==> src/common/p4_router_pkg.sv <==
`default_nettype none

package p4_router_pkg;

    //////////////////////////////////////////////////////////////////////
    // Port counts and sizes

    localparam int num_ing_ports = 2;
    localparam int num_egr_ports = 2;
    localparam int dest_addr_w   = 3;
    localparam int route_entries = 8;

    //////////////////////////////////////////////////////////////////////
    // Plain vector types

    typedef logic [7:0]             byte_t;
    typedef logic [dest_addr_w-1:0] dest_addr_t;
    typedef logic [0:0]             ing_idx_t;
    typedef logic [0:0]             egr_idx_t;
    // Wraps on overflow
    typedef logic [15:0]            drop_cnt_t;
    typedef logic [3:0]             cfg_addr_t;
    typedef logic [15:0]            cfg_data_t;

    //////////////////////////////////////////////////////////////////////
    // Structs

    typedef struct packed {
        byte_t data;
        logic  last;
    } stream_beat_t;

    // fwd clear means the packet is dropped
    typedef struct packed {
        logic     fwd;
        egr_idx_t egr;
    } route_entry_t;

    typedef route_entry_t [route_entries-1:0] route_table_t;

    // Beat plus the egress it is bound for
    typedef struct packed {
        stream_beat_t beat;
        egr_idx_t     egr;
    } tagged_beat_t;

    //////////////////////////////////////////////////////////////////////
    // Register map

    // Route entries, one per destination address
    localparam cfg_addr_t reg_route_base = 4'd0;
    // Drop counters, one per ingress, cleared by a write
    localparam cfg_addr_t reg_drop_base  = 4'd8;

endpackage

`default_nettype wire
==> src/p4_router.sv <==
`timescale 1ns/1ns
`default_nettype none

module p4_router import p4_router_pkg::*; (
    input  var logic                             clk,
    input  var logic                             rst_n,
    input  var logic         [num_ing_ports-1:0] ing_valid,
    input  var stream_beat_t [num_ing_ports-1:0] ing_beat,
    output logic             [num_ing_ports-1:0] ing_ready,
    output logic             [num_egr_ports-1:0] egr_valid,
    output stream_beat_t     [num_egr_ports-1:0] egr_beat,
    input  var logic         [num_egr_ports-1:0] egr_ready,
    input  var logic                             cfg_req,
    input  var logic                             cfg_we,
    input  var cfg_addr_t                        cfg_addr,
    input  var cfg_data_t                        cfg_wdata,
    output cfg_data_t                            cfg_rdata,
    output logic                                 cfg_ack
);

    route_table_t                     route_table;
    logic         [num_ing_ports-1:0] drop_pulse;
    logic         [num_ing_ports-1:0] sw_valid;
    tagged_beat_t [num_ing_ports-1:0] sw_beat;
    logic         [num_ing_ports-1:0] sw_ready;

    // Table and counters, beside the stages they steer
    p4_router_regs u_regs (
        .clk         (clk),
        .rst_n       (rst_n),
        .cfg_req     (cfg_req),
        .cfg_we      (cfg_we),
        .cfg_addr    (cfg_addr),
        .cfg_wdata   (cfg_wdata),
        .cfg_rdata   (cfg_rdata),
        .cfg_ack     (cfg_ack),
        .drop_pulse  (drop_pulse),
        .route_table (route_table)
    );

    ing_ports u_ing (
        .clk         (clk),
        .rst_n       (rst_n),
        .ing_valid   (ing_valid),
        .ing_beat    (ing_beat),
        .ing_ready   (ing_ready),
        .route_table (route_table),
        .out_valid   (sw_valid),
        .out_beat    (sw_beat),
        .out_ready   (sw_ready),
        .drop_pulse  (drop_pulse)
    );

    egr_switch u_egr (
        .clk       (clk),
        .rst_n     (rst_n),
        .in_valid  (sw_valid),
        .in_beat   (sw_beat),
        .in_ready  (sw_ready),
        .egr_valid (egr_valid),
        .egr_beat  (egr_beat),
        .egr_ready (egr_ready)
    );

endmodule

`default_nettype wire

==> src/egr_switch.sv <==
`timescale 1ns/1ns
`default_nettype none

module egr_switch import p4_router_pkg::*; (
    input  var logic                             clk,
    input  var logic                             rst_n,
    input  var logic         [num_ing_ports-1:0] in_valid,
    input  var tagged_beat_t [num_ing_ports-1:0] in_beat,
    output logic             [num_ing_ports-1:0] in_ready,
    output logic             [num_egr_ports-1:0] egr_valid,
    output stream_beat_t     [num_egr_ports-1:0] egr_beat,
    input  var logic         [num_egr_ports-1:0] egr_ready
);

    logic     [num_egr_ports-1:0] lock;
    // Last winner, also the round-robin pointer
    ing_idx_t                     owner    [num_egr_ports];
    ing_idx_t                     sel      [num_egr_ports];
    logic     [num_egr_ports-1:0] sel_ok;
    ing_idx_t                     cand;

    //////////////////////////////////////////////////////////////////////
    // Arbitration and forwarding

    always_comb begin
        in_ready = '0;
        cand     = '0;
        for (int e = 0; e < num_egr_ports; e++) begin
            // Locked egress keeps its owner
            sel[e]    = owner[e];
            sel_ok[e] = lock[e];
            if (!lock[e]) begin
                // Scan from the farthest candidate so the nearest one wins
                for (int k = num_ing_ports; k >= 1; k--) begin
                    cand = ing_idx_t'((int'(owner[e]) + k) % num_ing_ports);
                    if (in_valid[cand] && in_beat[cand].egr == egr_idx_t'(e)) begin
                        sel[e]    = cand;
                        sel_ok[e] = 1'b1;
                    end
                end
            end
            egr_valid[e] = sel_ok[e] && in_valid[sel[e]];
            egr_beat[e]  = in_beat[sel[e]].beat;

            // Ready goes back only to the granted ingress
            if (sel_ok[e] && egr_ready[e]) begin
                in_ready[sel[e]] = 1'b1;
            end
        end
    end

    //////////////////////////////////////////////////////////////////////
    // Packet lock

    always_ff @(posedge clk) begin
        if (!rst_n) begin
            lock <= '0;
            for (int e = 0; e < num_egr_ports; e++) begin
                owner[e] <= '0;
            end
        end else begin
            for (int e = 0; e < num_egr_ports; e++) begin
                // Grant taken as soon as a beat is offered and held while stalled
                if (!lock[e] && sel_ok[e]) begin
                    lock[e]  <= 1'b1;
                    owner[e] <= sel[e];
                end
                // Release once the last beat has moved
                if (egr_valid[e] && egr_ready[e] && egr_beat[e].last) begin
                    lock[e] <= 1'b0;
                end
            end
        end
    end

endmodule

`default_nettype wire

==> src/ingress/ing_ports.sv <==
`timescale 1ns/1ns
`default_nettype none

module ing_ports import p4_router_pkg::*; (
    input  var logic                             clk,
    input  var logic                             rst_n,
    input  var logic         [num_ing_ports-1:0] ing_valid,
    input  var stream_beat_t [num_ing_ports-1:0] ing_beat,
    output logic             [num_ing_ports-1:0] ing_ready,
    input  var route_table_t                     route_table,
    output logic             [num_ing_ports-1:0] out_valid,
    output tagged_beat_t     [num_ing_ports-1:0] out_beat,
    input  var logic         [num_ing_ports-1:0] out_ready,
    output logic             [num_ing_ports-1:0] drop_pulse
);

    // One route stage per ingress port
    for (genvar i = 0; i < num_ing_ports; i++) begin : g_stage
        ing_route_stage u_stage (
            .clk         (clk),
            .rst_n       (rst_n),
            .in_valid    (ing_valid[i]),
            .in_beat     (ing_beat[i]),
            .in_ready    (ing_ready[i]),
            .route_table (route_table),
            .out_valid   (out_valid[i]),
            .out_beat    (out_beat[i]),
            .out_ready   (out_ready[i]),
            .drop_pulse  (drop_pulse[i])
        );
    end

endmodule

`default_nettype wire

==> src/ingress/ing_route_stage.sv <==
`timescale 1ns/1ns
`default_nettype none

module ing_route_stage import p4_router_pkg::*; (
    input  var logic         clk,
    input  var logic         rst_n,
    input  var logic         in_valid,
    input  var stream_beat_t in_beat,
    output logic             in_ready,
    input  var route_table_t route_table,
    output logic             out_valid,
    output tagged_beat_t     out_beat,
    input  var logic         out_ready,
    output logic             drop_pulse
);

    logic         first;
    route_entry_t held_route;
    route_entry_t look_route;
    route_entry_t cur_route;
    logic         dropping;
    logic         accept;
    logic         fwd_beat;

    // Lookup on the destination byte, used only at the first beat
    assign look_route = route_table[dest_addr_t'(in_beat.data)];
    assign cur_route  = first ? look_route : held_route;

    // Rest of a dropped packet is swallowed without touching the output
    assign dropping   = !first && !held_route.fwd;
    assign in_ready   = dropping || !out_valid || out_ready;
    assign accept     = in_valid && in_ready;
    assign fwd_beat   = accept && cur_route.fwd;
    assign drop_pulse = accept && first && !look_route.fwd;

    always_ff @(posedge clk) begin
        if (!rst_n) begin
            first      <= 1'b1;
            held_route <= '0;
            out_valid  <= 1'b0;
        end else begin
            if (accept) begin
                first <= in_beat.last;
                if (first) begin
                    held_route <= look_route;
                end
            end
            if (fwd_beat) begin
                out_valid <= 1'b1;
            end else if (out_ready) begin
                out_valid <= 1'b0;
            end
        end
    end

    // Output register payload
    always_ff @(posedge clk) begin
        if (fwd_beat) begin
            out_beat.beat <= in_beat;
            out_beat.egr  <= cur_route.egr;
        end
    end

endmodule

`default_nettype wire

==> src/p4_router_regs.sv <==
`timescale 1ns/1ns
`default_nettype none

module p4_router_regs import p4_router_pkg::*; (
    input  var logic                     clk,
    input  var logic                     rst_n,
    input  var logic                     cfg_req,
    input  var logic                     cfg_we,
    input  var cfg_addr_t                cfg_addr,
    input  var cfg_data_t                cfg_wdata,
    output cfg_data_t                    cfg_rdata,
    output logic                         cfg_ack,
    input  var logic [num_ing_ports-1:0] drop_pulse,
    output route_table_t                 route_table
);

    typedef enum logic [1:0] {
        st_idle,
        st_ack,
        st_release
    } cfg_state_t;

    cfg_state_t state;
    drop_cnt_t  drop_cnt [num_ing_ports];
    logic       access;
    cfg_addr_t  route_off;
    cfg_addr_t  drop_off;
    logic       route_hit;
    logic       drop_hit;
    dest_addr_t route_idx;
    ing_idx_t   drop_idx;
    cfg_data_t  rdata_nxt;

    //////////////////////////////////////////////////////////////////////
    // Address decode

    assign access    = (state == st_idle) && cfg_req;
    assign route_off = cfg_addr - reg_route_base;
    assign drop_off  = cfg_addr - reg_drop_base;
    assign route_hit = route_off < cfg_addr_t'(route_entries);
    assign drop_hit  = drop_off < cfg_addr_t'(num_ing_ports);
    assign route_idx = dest_addr_t'(route_off);
    assign drop_idx  = ing_idx_t'(drop_off);

    //////////////////////////////////////////////////////////////////////
    // Four-phase slave

    assign cfg_ack = (state != st_idle);

    always_ff @(posedge clk) begin
        if (!rst_n) begin
            state <= st_idle;
        end else begin
            case (state)
                st_idle:    if (cfg_req) state <= st_ack;
                st_ack:     state <= cfg_req ? st_release : st_idle;
                st_release: if (!cfg_req) state <= st_idle;
                default:    state <= st_idle;
            endcase
        end
    end

    // Unmapped addresses read zero
    always_comb begin
        rdata_nxt = '0;
        if (route_hit) begin
            rdata_nxt[1:0] = route_table[route_idx];
        end else if (drop_hit) begin
            rdata_nxt = drop_cnt[drop_idx];
        end
    end

    always_ff @(posedge clk) begin
        if (access) begin
            cfg_rdata <= rdata_nxt;
        end
    end

    //////////////////////////////////////////////////////////////////////
    // Route table and drop counters

    always_ff @(posedge clk) begin
        if (!rst_n) begin
            route_table <= '0;
        end else if (access && cfg_we && route_hit) begin
            route_table[route_idx] <= route_entry_t'(cfg_wdata[1:0]);
        end
    end

    always_ff @(posedge clk) begin
        if (!rst_n) begin
            for (int i = 0; i < num_ing_ports; i++) begin
                drop_cnt[i] <= '0;
            end
        end else begin
            for (int i = 0; i < num_ing_ports; i++) begin
                // Clear beats a drop in the same cycle
                if (access && cfg_we && drop_hit && drop_idx == ing_idx_t'(i)) begin
                    drop_cnt[i] <= '0;
                end else if (drop_pulse[i]) begin
                    drop_cnt[i] <= drop_cnt[i] + 1'b1;
                end
            end
        end
    end

endmodule

`default_nettype wire

==> config.mk <==
export PLATFORM = sky130hd
export DESIGN_NAME = p4_router
export DESIGN_NICKNAME = d
export VERILOG_FILES = /design/src/common/p4_router_pkg.sv /design/src/p4_router.sv /design/src/egr_switch.sv /design/src/ingress/ing_ports.sv /design/src/ingress/ing_route_stage.sv /design/src/p4_router_regs.sv
export SDC_FILE = /design/constraint.sdc
export NUM_CORES = 1
export LEC_CHECK = 0
export ABC_AREA = 1
export BUFFER_PORTS_ARGS = -buffer_cell sky130_fd_sc_hd__buf_2
export CAP_MARGIN = 10
export CORE_MARGIN = 2
export CORE_UTILIZATION = 59
export CTS_BUF_LIST = sky130_fd_sc_hd__clkbuf_8
export DETAILED_ROUTE_END_ITERATION = 10
export PLACE_DENSITY = 0.83
export SETUP_SLACK_MARGIN = 0.15
export SYNTH_ARGS = -nofsm -noshare
export SYNTH_HDL_FRONTEND = slang
export SYNTH_SLANG_ARGS = --single-unit
==> constraint.sdc <==
create_clock -name clk -period 3.2 [get_ports clk]
set_input_delay 0.8 -clock clk [delete_from_list [all_inputs] [get_ports clk]]
set_output_delay 0.8 -clock clk [all_outputs]
set_load 0.03 [all_outputs]
==> summary.txt, run 1 <==
Outcome -> finished, final reports clean
Asr flop ratio synth -> 0%
Total wire length -> 11400 um
Mapped cell area -> 5230 um^2
Count of final setup violators -> 0
Antenna Cells -> 0
HP Class -> register to register
CTS clk-pin slew, worst paths -> 90 ps
Syn nets -> 682
Crit-path cells -> inv_1, nand2_2, nor2_1, nand2_1, nand2_2, inv_2, nand2_2, nand3_4, buf_2
Final instance area -> 5840 um^2
Critical Path Fanout Max -> 23
Area grow syn2layout -> 11.7%
Die Area -> 9620 um^2
CP dominant cell by count -> nand2_2
Slew HR -> 67.4%
WS Path Type -> register to output pin
Clock Latency Late Sink -> 360 ps
Yosys cell types -> 31
Residual DRC count -> 0
YS warnings -> 0
Worst slew pin tran -> 488 ps
Synthesized flop and latch total -> 98
Buf+Inv Stages, Crit Path -> 3
Hold slack -> 436 ps
Max clock buf depth -> 2
Minimum clock period -> 2730 ps
Vias in the first global route -> 4150
Chip width -> 98.1 um
Clk_skew -> 14.8 ps
Max-slew violation count -> 0
Vias/cell -> 5.52
Gp weighted congestion -> 0.912
Post-Synthesis Cells -> 634
Core ar. -> 8640 um^2
Crit. End Element -> output pin
Dominant cells by area after synthesis -> edfxtp_1 (40%), nand2_1 (11%), dfxtp_1 (11%)
Grt ovf -> 0
Gr usage total -> 24.3%
Power Dens Cells -> 476 nW/um^2
Post-CTS Setup Inserts -> 0
Port Buffers -> 70
Setup TNS -> 0 ps
Post-synth top area share -> 40.2%
DRT Pass-1 Iters -> 5
Rows -> 34
Post-Syn Area per Cell -> 8.24 um^2
Critical Path AT -> 1930 ps
TritonCTS Sinks -> 98
Kind of cell adding the most delay to the critical path -> simple AND/OR/NAND/NOR gates
DP Wirelength -> 8460 um
Critical path's slowest cell -> edfxtp_1
Vias -> 4500
Max IR drop VDD -> 299 uV
Leak -> 2.46 nW
Total CTS buffers -> 9
Slowest stage delay, CP -> 430 ps
H-tree depth -> 3
Drt initial violations -> 244
CTS root buf -> clkbuf_8
Post-synthesis sequential area ratio -> 51.0%
DR WL/cell -> 14.0 um
Pin count of the biggest net entering global routing -> 24
Hold violation count in the final report -> 0
Cell taking the most area after synthesis -> edfxtp_1
CTS resizes -> 0
Die Y -> 98.1 um
First-pass GRT wire length -> 19000 um
Total I/O pin count -> 85
Initial Util -> 60.5%
Ys flop type -> edfxtp_1
EDFF count, synth -> 70
Critical Path Source Type -> register
Part of the cycle the worst path needs -> 85.3%
F_max -> 0.367 GHz
Dpl cell area -> 5640 um^2
RSZ-0062 raised after global routing -> false
CTS Hold Bufs -> 0
Max cap viols -> 0
CTS tree -> done
Critical Path RT -> 2400 ps
Ratio of cells with drive above 1 in the final layout -> 18.0%
Initial antenna violation count -> 0
Final nets -> 750
Remaining antenna violation count -> 0
==> sequential cells by signal, summed over array words and instances, names as in the netlist <==
register and count:
u_regs.route_table 16, u_egr.owner 2, u_ing.g_stage.u_stage.out_valid 2, u_egr.lock 2, u_ing.g_stage.u_stage.out_beat 20, u_regs.state 2
u_regs.drop_cnt 32, u_regs.cfg_rdata 16, u_ing.g_stage.u_stage.held_route 4, u_ing.g_stage.u_stage.first 2
==> cells by family after synthesis <==
kind of cell | count (synthesis) | share of synthesized area (%)
AO/OA/AOI/OAI | 90 | 9.00
XOR/XNOR | 22 | 3.69
adder cells (fa/ha/maj) | 2 | 0.479
buffers and inverters | 98 | 7.78
flip-flops | 98 | 51.0
AND/OR/NAND/NOR | 324 | 28.1
==> report_power, final <==
group	internal [mW]	total (mW)	leakage, nW	switching [mW]
clock network	0.360	0.789	0.0984	0.429
logic	0.138	0.478	1.43	0.340
registers	1.45	1.51	0.930	0.0653
==> metrics by stage <==
step	total power [mW]	setup WS [ps]	util, %	instances
finish	2.78	472	67.6	815
global route	2.90	299	67.6	815
CTS	2.80	461	67.6	815
detailed placement	2.02	520	65.3	799
global placement	2.00	576	65.3	799
floorplan	1.88	391	-	634
==> per-layer routing <==
metal	vias up	GRT usage [%]	wire, um
met4	0	8.55	205
met1	2085	34.2	5030
met3	26	3.44	802
li1	2216	-	-
met5	-	0	0
met2	173	38.8	5390
==> layout by cell type (no fill, tap or decap) <==
| cell type | n |
|---|---|
| o21ai_0 | 45 |
| nor3_1 | 9 |
| nand2_1 | 159 |
| o211ai_1 | 4 |
| dfxtp_1 | 28 |
| nand2_2 | 5 |
| nor2_2 | 19 |
| xnor2_1 | 10 |
| ha_1 | 2 |
| clkinv_4 | 1 |
| bufinv_16 | 1 |
| a31oi_1 | 2 |
| xor2_1 | 12 |
| clkinvlp_4 | 2 |
| nand4_2 | 1 |
| nand3_2 | 4 |
| inv_1 | 80 |
| buf_2 | 70 |
| clkbuf_8 | 9 |
| edfxtp_1 | 70 |
| nand3_4 | 3 |
| nor3_2 | 1 |
| buf_4 | 5 |
| or2_0 | 1 |
| or2_2 | 2 |
| nor3_4 | 1 |
| nand4_1 | 9 |
| inv_6 | 1 |
| o2111ai_1 | 2 |
| a21oi_1 | 37 |
| inv_2 | 2 |
| nor2_1 | 65 |
| nand3_1 | 45 |
==> final timing paths <==
path / from / endpoint / slack (ps) / depth (start not counted)
worst min-delay path: u_regs.state[1]$_SDFFE_PN0P_ / u_regs.state[1]$_SDFFE_PN0P_ / 440 / 1
worst max register to register: u_ing.g_stage[1].u_stage.out_beat[0]$_DFFE_PP_ / u_regs.drop_cnt[0][1]$_SDFFCE_PN0P_ / 830 / 10
worst min register to register: u_regs.state[1]$_SDFFE_PN0P_ / u_regs.state[1]$_SDFFE_PN0P_ / 440 / 1
worst max-delay path: u_ing.g_stage[1].u_stage.out_beat[0]$_DFFE_PP_ / ing_ready[0] / 470 / 9
==> Yosys cell counts, types with 5 or more instances <==
cell type and number:
nor2_2 19, xor2_1 12, inv_1 78, nand3_1 45, xnor2_1 10, nand2_1 159
a21oi_1 37, o21ai_0 45, nor3_1 9, dfxtp_1 28, clkbuf_1 7, nand2_2 5
nor2_1 65, nand4_1 9, edfxtp_1 70
==> final cells by class <==
class,count,area (um^2)
fillers,701,2800
flip-flops and latches,98,2660
multi-input cells,438,2160
repair buffers,75,388
inverters,80,300
well taps,108,135
clock buffers,9,124
clock inverters,7,70.1
Note: power is estimated with default switching activity, not from simulation.
==> run 2, diff against run 1 <==
- CAP_MARGIN: 10 -> 15
- RECOVER_POWER: not set -> 50
==> summary.txt, run 2 (synthesized netlist as in run 1, its figures left out) <==
Outcome -> finished, final reports clean
Slew HR -> 34.7%
Hold violation count in the final report -> 0
Critical Path Fanout Max -> 23
Vias/cell -> 5.48
Buf+Inv Stages, Crit Path -> 2
CTS Hold Bufs -> 0
Most flops, register -> u_regs.drop_cnt
Max IR drop VDD -> 299 uV
H-tree depth -> 3
Biggest regs -> u_regs.drop_cnt x32, u_ing.g_stage.u_stage.out_beat x20
CTS resizes -> 0
WS Path Type -> register to output pin
Worst slew pin tran -> 979 ps
Antenna Cells -> 0
Gp weighted congestion -> 0.912
Origin of the worst min-delay path -> u_regs.state[1]$_SDFFE_PN0P_
R2r endpoint -> u_regs.route_table[1]$_SDFFE_PN0P_
Hold Path Cell Cnt -> 1
Count of final setup violators -> 0
CTS tree -> done
Minimum clock period -> 2820 ps
Vias in the first global route -> 4150
HP Class -> register to register
Core ar. -> 8640 um^2
Vias -> 4469
Part of the cycle the worst path needs -> 88.0%
Grt ovf -> 0
Leak -> 2.36 nW
Hold slack -> 436 ps
Rows -> 34
Kind of cell adding the most delay to the critical path -> simple AND/OR/NAND/NOR gates
Worst reg2reg setup slack -> 670 ps
Die Y -> 98.1 um
Max-slew violation count -> 0
DR WL/cell -> 14.0 um
Drt initial violations -> 228
Total wire length -> 11400 um
Final instance area -> 5760 um^2
Slowest stage delay, CP -> 430 ps
R2R depth -> 9
Crit-path cells -> inv_1, nand2_2, nor2_1, nand2_1, nand2_2, nand2_1, nand4_1, buf_2
Total I/O pin count -> 85
DRT Pass-1 Iters -> 7
Residual DRC count -> 0
Tot Pwr -> 2.77 mW
F_max -> 0.355 GHz
Die Area -> 9620 um^2
CTS root buf -> clkbuf_8
Port Buffers -> 70
Max reg flops -> 32
Remaining antenna violation count -> 0
Total CTS buffers -> 9
Chip width -> 98.1 um
Commonest non-fill, non-tap cell in the layout -> nand2_1
RSZ-0062 raised after global routing -> false
Fin cells -> 815
Initial Util -> 60.5%
TritonCTS Sinks -> 98
Critical Path RT -> 2400 ps
RR Startpoint -> u_regs.state[1]$_SDFFE_PN0P_
Post-CTS Setup Inserts -> 0
Area grow syn2layout -> 10.3%
Setup TNS -> 0 ps
Dpl cell area -> 5640 um^2
Initial antenna violation count -> 0
Gr usage total -> 24.3%
Power Dens Cells -> 480 nW/um^2
Clk_skew -> 14.7 ps
Crit. End Element -> output pin
Final nets -> 750
Max clock buf depth -> 2
Pin count of the biggest net entering global routing -> 24
Clock Latency Late Sink -> 360 ps
Hold Path End -> u_regs.state[1]$_SDFFE_PN0P_
DP Wirelength -> 8460 um
Ratio of cells with drive above 1 in the final layout -> 12.4%
Critical path's slowest cell -> edfxtp_1
Placed insts -> 799
Critical Path Source Type -> register
CTS clk-pin slew, worst paths -> 90 ps
Critical Path AT -> 2020 ps
Max cap viols -> 0
First-pass GRT wire length -> 19000 um
Commonest cells after routing, fill and taps aside -> nand2_1 (161), inv_1 (80), nor2_1 (71), edfxtp_1 (70)
==> run 2: cell types whose count changed in the layout (fill, tap and decap cells not counted), sizes merged <==
cell,before,now
buf,75,45
clkbuf,9,39
==> run 2: worst register-to-register path: stages (launching register included) <==
cell      delay (ps)
dfxtp_1          320
nor2_1           100
inv_1             80
nor2_1           200
clkbuf_1         730
nand3_1          440
inv_1            210
nand2_1           90
o21ai_0          190
nor2_1            70
==> run 2: per-layer routing <==
layer / vias to the layer above / global-route usage (%) / share of wire [%]
met3: 25 / 3.44 / 6.8
li1: 2214 / - / -
met2: 169 / 38.8 / 47
met1: 2061 / 34.2 / 45
met5: - / 0 / 0
met4: 0 / 8.55 / 1.6
==> run 2: where the power goes <==
part / total (mW) / internal [mW] / switching, mW
Sequential: 1.51 / 1.45 / 0.0654
Combinational: 0.466 / 0.129 / 0.337
Clock: 0.790 / 0.360 / 0.430
Total: 2.77 / 1.94 / 0.832
==> run 2: through the flow <==
stage | setup slack (ps) | util, %
after global placement | 576 | 65.3
after floorplan | 391 | -
after detailed placement | 520 | 65.3
after CTS | 461 | 67.6
final | 384 | 66.7
after global routing | 212 | 66.7
==> run 2: final cells by class <==
type	instances	area (um^2)
clock buffer	9	124
clock inverter	7	70.1
fill	724	2870
inverter	80	300
multi-input combinational	438	2130
sequential	98	2660
tap	108	135
timing repair buffer	75	343
==> run 2: worst max path at each step <==
stage	depth (start not counted)	start	slack, ps	to
after floorplan	10	cfg_req	390	u_regs.drop_cnt[1][0]$_SDFFCE_PN0P_
after global placement	10	ing_beat[10]	580	u_regs.drop_cnt[1][14]$_SDFFCE_PN0P_
after detailed placement	10	ing_beat[10]	520	u_regs.drop_cnt[1][12]$_SDFFCE_PN0P_
after CTS	9	u_ing.g_stage[1].u_stage.out_beat[0]$_DFFE_PP_	460	ing_ready[0]
after global routing	9	cfg_addr[0]	210	u_regs.route_table[10]$_SDFFE_PN0P_
final	8	u_ing.g_stage[1].u_stage.out_beat[0]$_DFFE_PP_	380	ing_ready[1]
==> run 3, diff against run 2 <==
- MAX_ROUTING_LAYER: not set -> met4
==> summary.txt, run 3 (synthesized netlist as in run 1, its figures left out) <==
Outcome -> finished, final reports clean
WS Path Type -> register to output pin
Vias/cell -> 5.50
Fill count -> 724
Final nets -> 750
Max reg flops -> 32
Max clock buf depth -> 2
H-tree depth -> 3
Crit-path cells -> inv_1, nand2_2, nor2_1, nand2_1, nand2_2, nand2_1, nand4_1, buf_2
F_max -> 0.354 GHz
Initial antenna violation count -> 0
CTS clk-pin slew, worst paths -> 90 ps
Total CTS buffers -> 9
DR WL/cell -> 14.0 um
Leak -> 2.36 nW
DP Wirelength -> 8460 um
Vias in the first global route -> 4156
Crit. End Element -> output pin
Antenna Cells -> 0
Hold violation count in the final report -> 0
Part of the cycle the worst path needs -> 88.3%
Critical Path Fanout Max -> 23
Initial Util -> 60.5%
HP Class -> register to register
First-pass GRT wire length -> 19000 um
Die Area -> 9620 um^2
Total wire length -> 11400 um
Final instance area -> 5760 um^2
Area grow syn2layout -> 10.3%
Clock Latency Late Sink -> 370 ps
Psw -> 0.835 mW
Dpl cell area -> 5640 um^2
Ratio of cells with drive above 1 in the final layout -> 12.4%
Count of final setup violators -> 0
Rows -> 34
Max IR drop VDD -> 299 uV
Critical Path Source Type -> register
Core ar. -> 8640 um^2
RSZ-0062 raised after global routing -> false
DRT Pass-1 Iters -> 5
Critical Path AT -> 2020 ps
Biggest regs -> u_regs.drop_cnt x32, u_ing.g_stage.u_stage.out_beat x20
Gr usage total -> 25.0%
Flop pwr share -> 54.6%
Max-slew violation count -> 0
Most flops, register -> u_regs.drop_cnt
Pin count of the biggest net entering global routing -> 24
Port Buffers -> 70
Logic pwr share -> 16.8%
Vias -> 4481
Setup TNS -> 0 ps
Power Dens Cells -> 481 nW/um^2
Post-CTS Setup Inserts -> 0
CTS tree -> done
Slowest stage delay, CP -> 430 ps
CTS resizes -> 0
Die Y -> 98.1 um
Grt ovf -> 0
Gp weighted congestion -> 0.928
Clk_skew -> 16.3 ps
Power share of the clock group -> 28.6%
Chip width -> 98.1 um
Net Sw Frac -> 30.1%
Worst slew pin tran -> 988 ps
CTS root buf -> clkbuf_8
Residual DRC count -> 0
Internal power -> 1.94 mW
TritonCTS Sinks -> 98
Critical Path RT -> 2400 ps
Commonest cells after routing, fill and taps aside -> nand2_1 (161), inv_1 (80), nor2_1 (71), edfxtp_1 (70)
Max cap viols -> 0
CTS Hold Bufs -> 0
Minimum clock period -> 2820 ps
Remaining antenna violation count -> 0
Critical path's slowest cell -> edfxtp_1
Total I/O pin count -> 85
Commonest non-fill, non-tap cell in the layout -> nand2_1
Slew HR -> 34.1%
Drt initial violations -> 257
## run 3: cell counts in the layout (fill, tap and decap cells not counted)
No cell type changed its count.
## run 3: worst paths after layout
check	to	slack (ps)	startpoint	cells past startpoint
setup / recovery	ing_ready[1]	380	u_ing.g_stage[1].u_stage.out_beat[0]$_DFFE_PP_	8
hold / removal	u_regs.state[1]$_SDFFE_PN0P_	440	u_regs.state[1]$_SDFFE_PN0P_	1
setup reg to reg	u_regs.route_table[1]$_SDFFE_PN0P_	640	u_regs.state[1]$_SDFFE_PN0P_	9
hold reg to reg	u_regs.state[1]$_SDFFE_PN0P_	440	u_regs.state[1]$_SDFFE_PN0P_	1
## run 3: power by group through the flow
stage | sequential, mW | clock, mW | combinational, mW
floorplan | 1.54 | 0 | 0.331
global placement | 1.54 | 0 | 0.462
global route | 1.52 | 0.851 | 0.516
detailed placement | 1.54 | 0 | 0.477
CTS | 1.51 | 0.806 | 0.479
finish | 1.51 | 0.793 | 0.466
## run 3: final cells by class
cell class	instances	area, um^2	area share (%)
multi-input cells	438	2130	36.9
clock buffers	9	124	2.15
well taps	108	135	2.34
inverters	80	300	5.21
flip-flops and latches	98	2660	46.2
clock inverters	7	70.1	1.22
repair buffers	75	343	5.95
## run 3: stage by stage
stage	hold slack [ps]	instances	worst slack (ps)	util [%]	total power, mW
floorplan	405	634	391	-	1.88
global placement	412	799	576	65.3	2.00
detailed placement	423	799	520	65.3	2.02
CTS	437	815	461	67.6	2.80
global route	460	815	210	66.7	2.89
finish	436	815	376	66.7	2.77
## run 3: metal layers
metal	GRT usage (%)	vias up	wire [um]
met5	-	-	0
met4	8.87	0	169
met3	3.01	16	724
met2	38.9	167	5470
met1	34.1	2081	5060
li1	-	2217	-
## run 3: critical path: cells and delay by family, from the launching register on
kind / cells / cell delay (ps)
AND/OR/NAND/NOR: 6 / 880
buffers and inverters: 2 / 340
flip-flops: 1 / 430
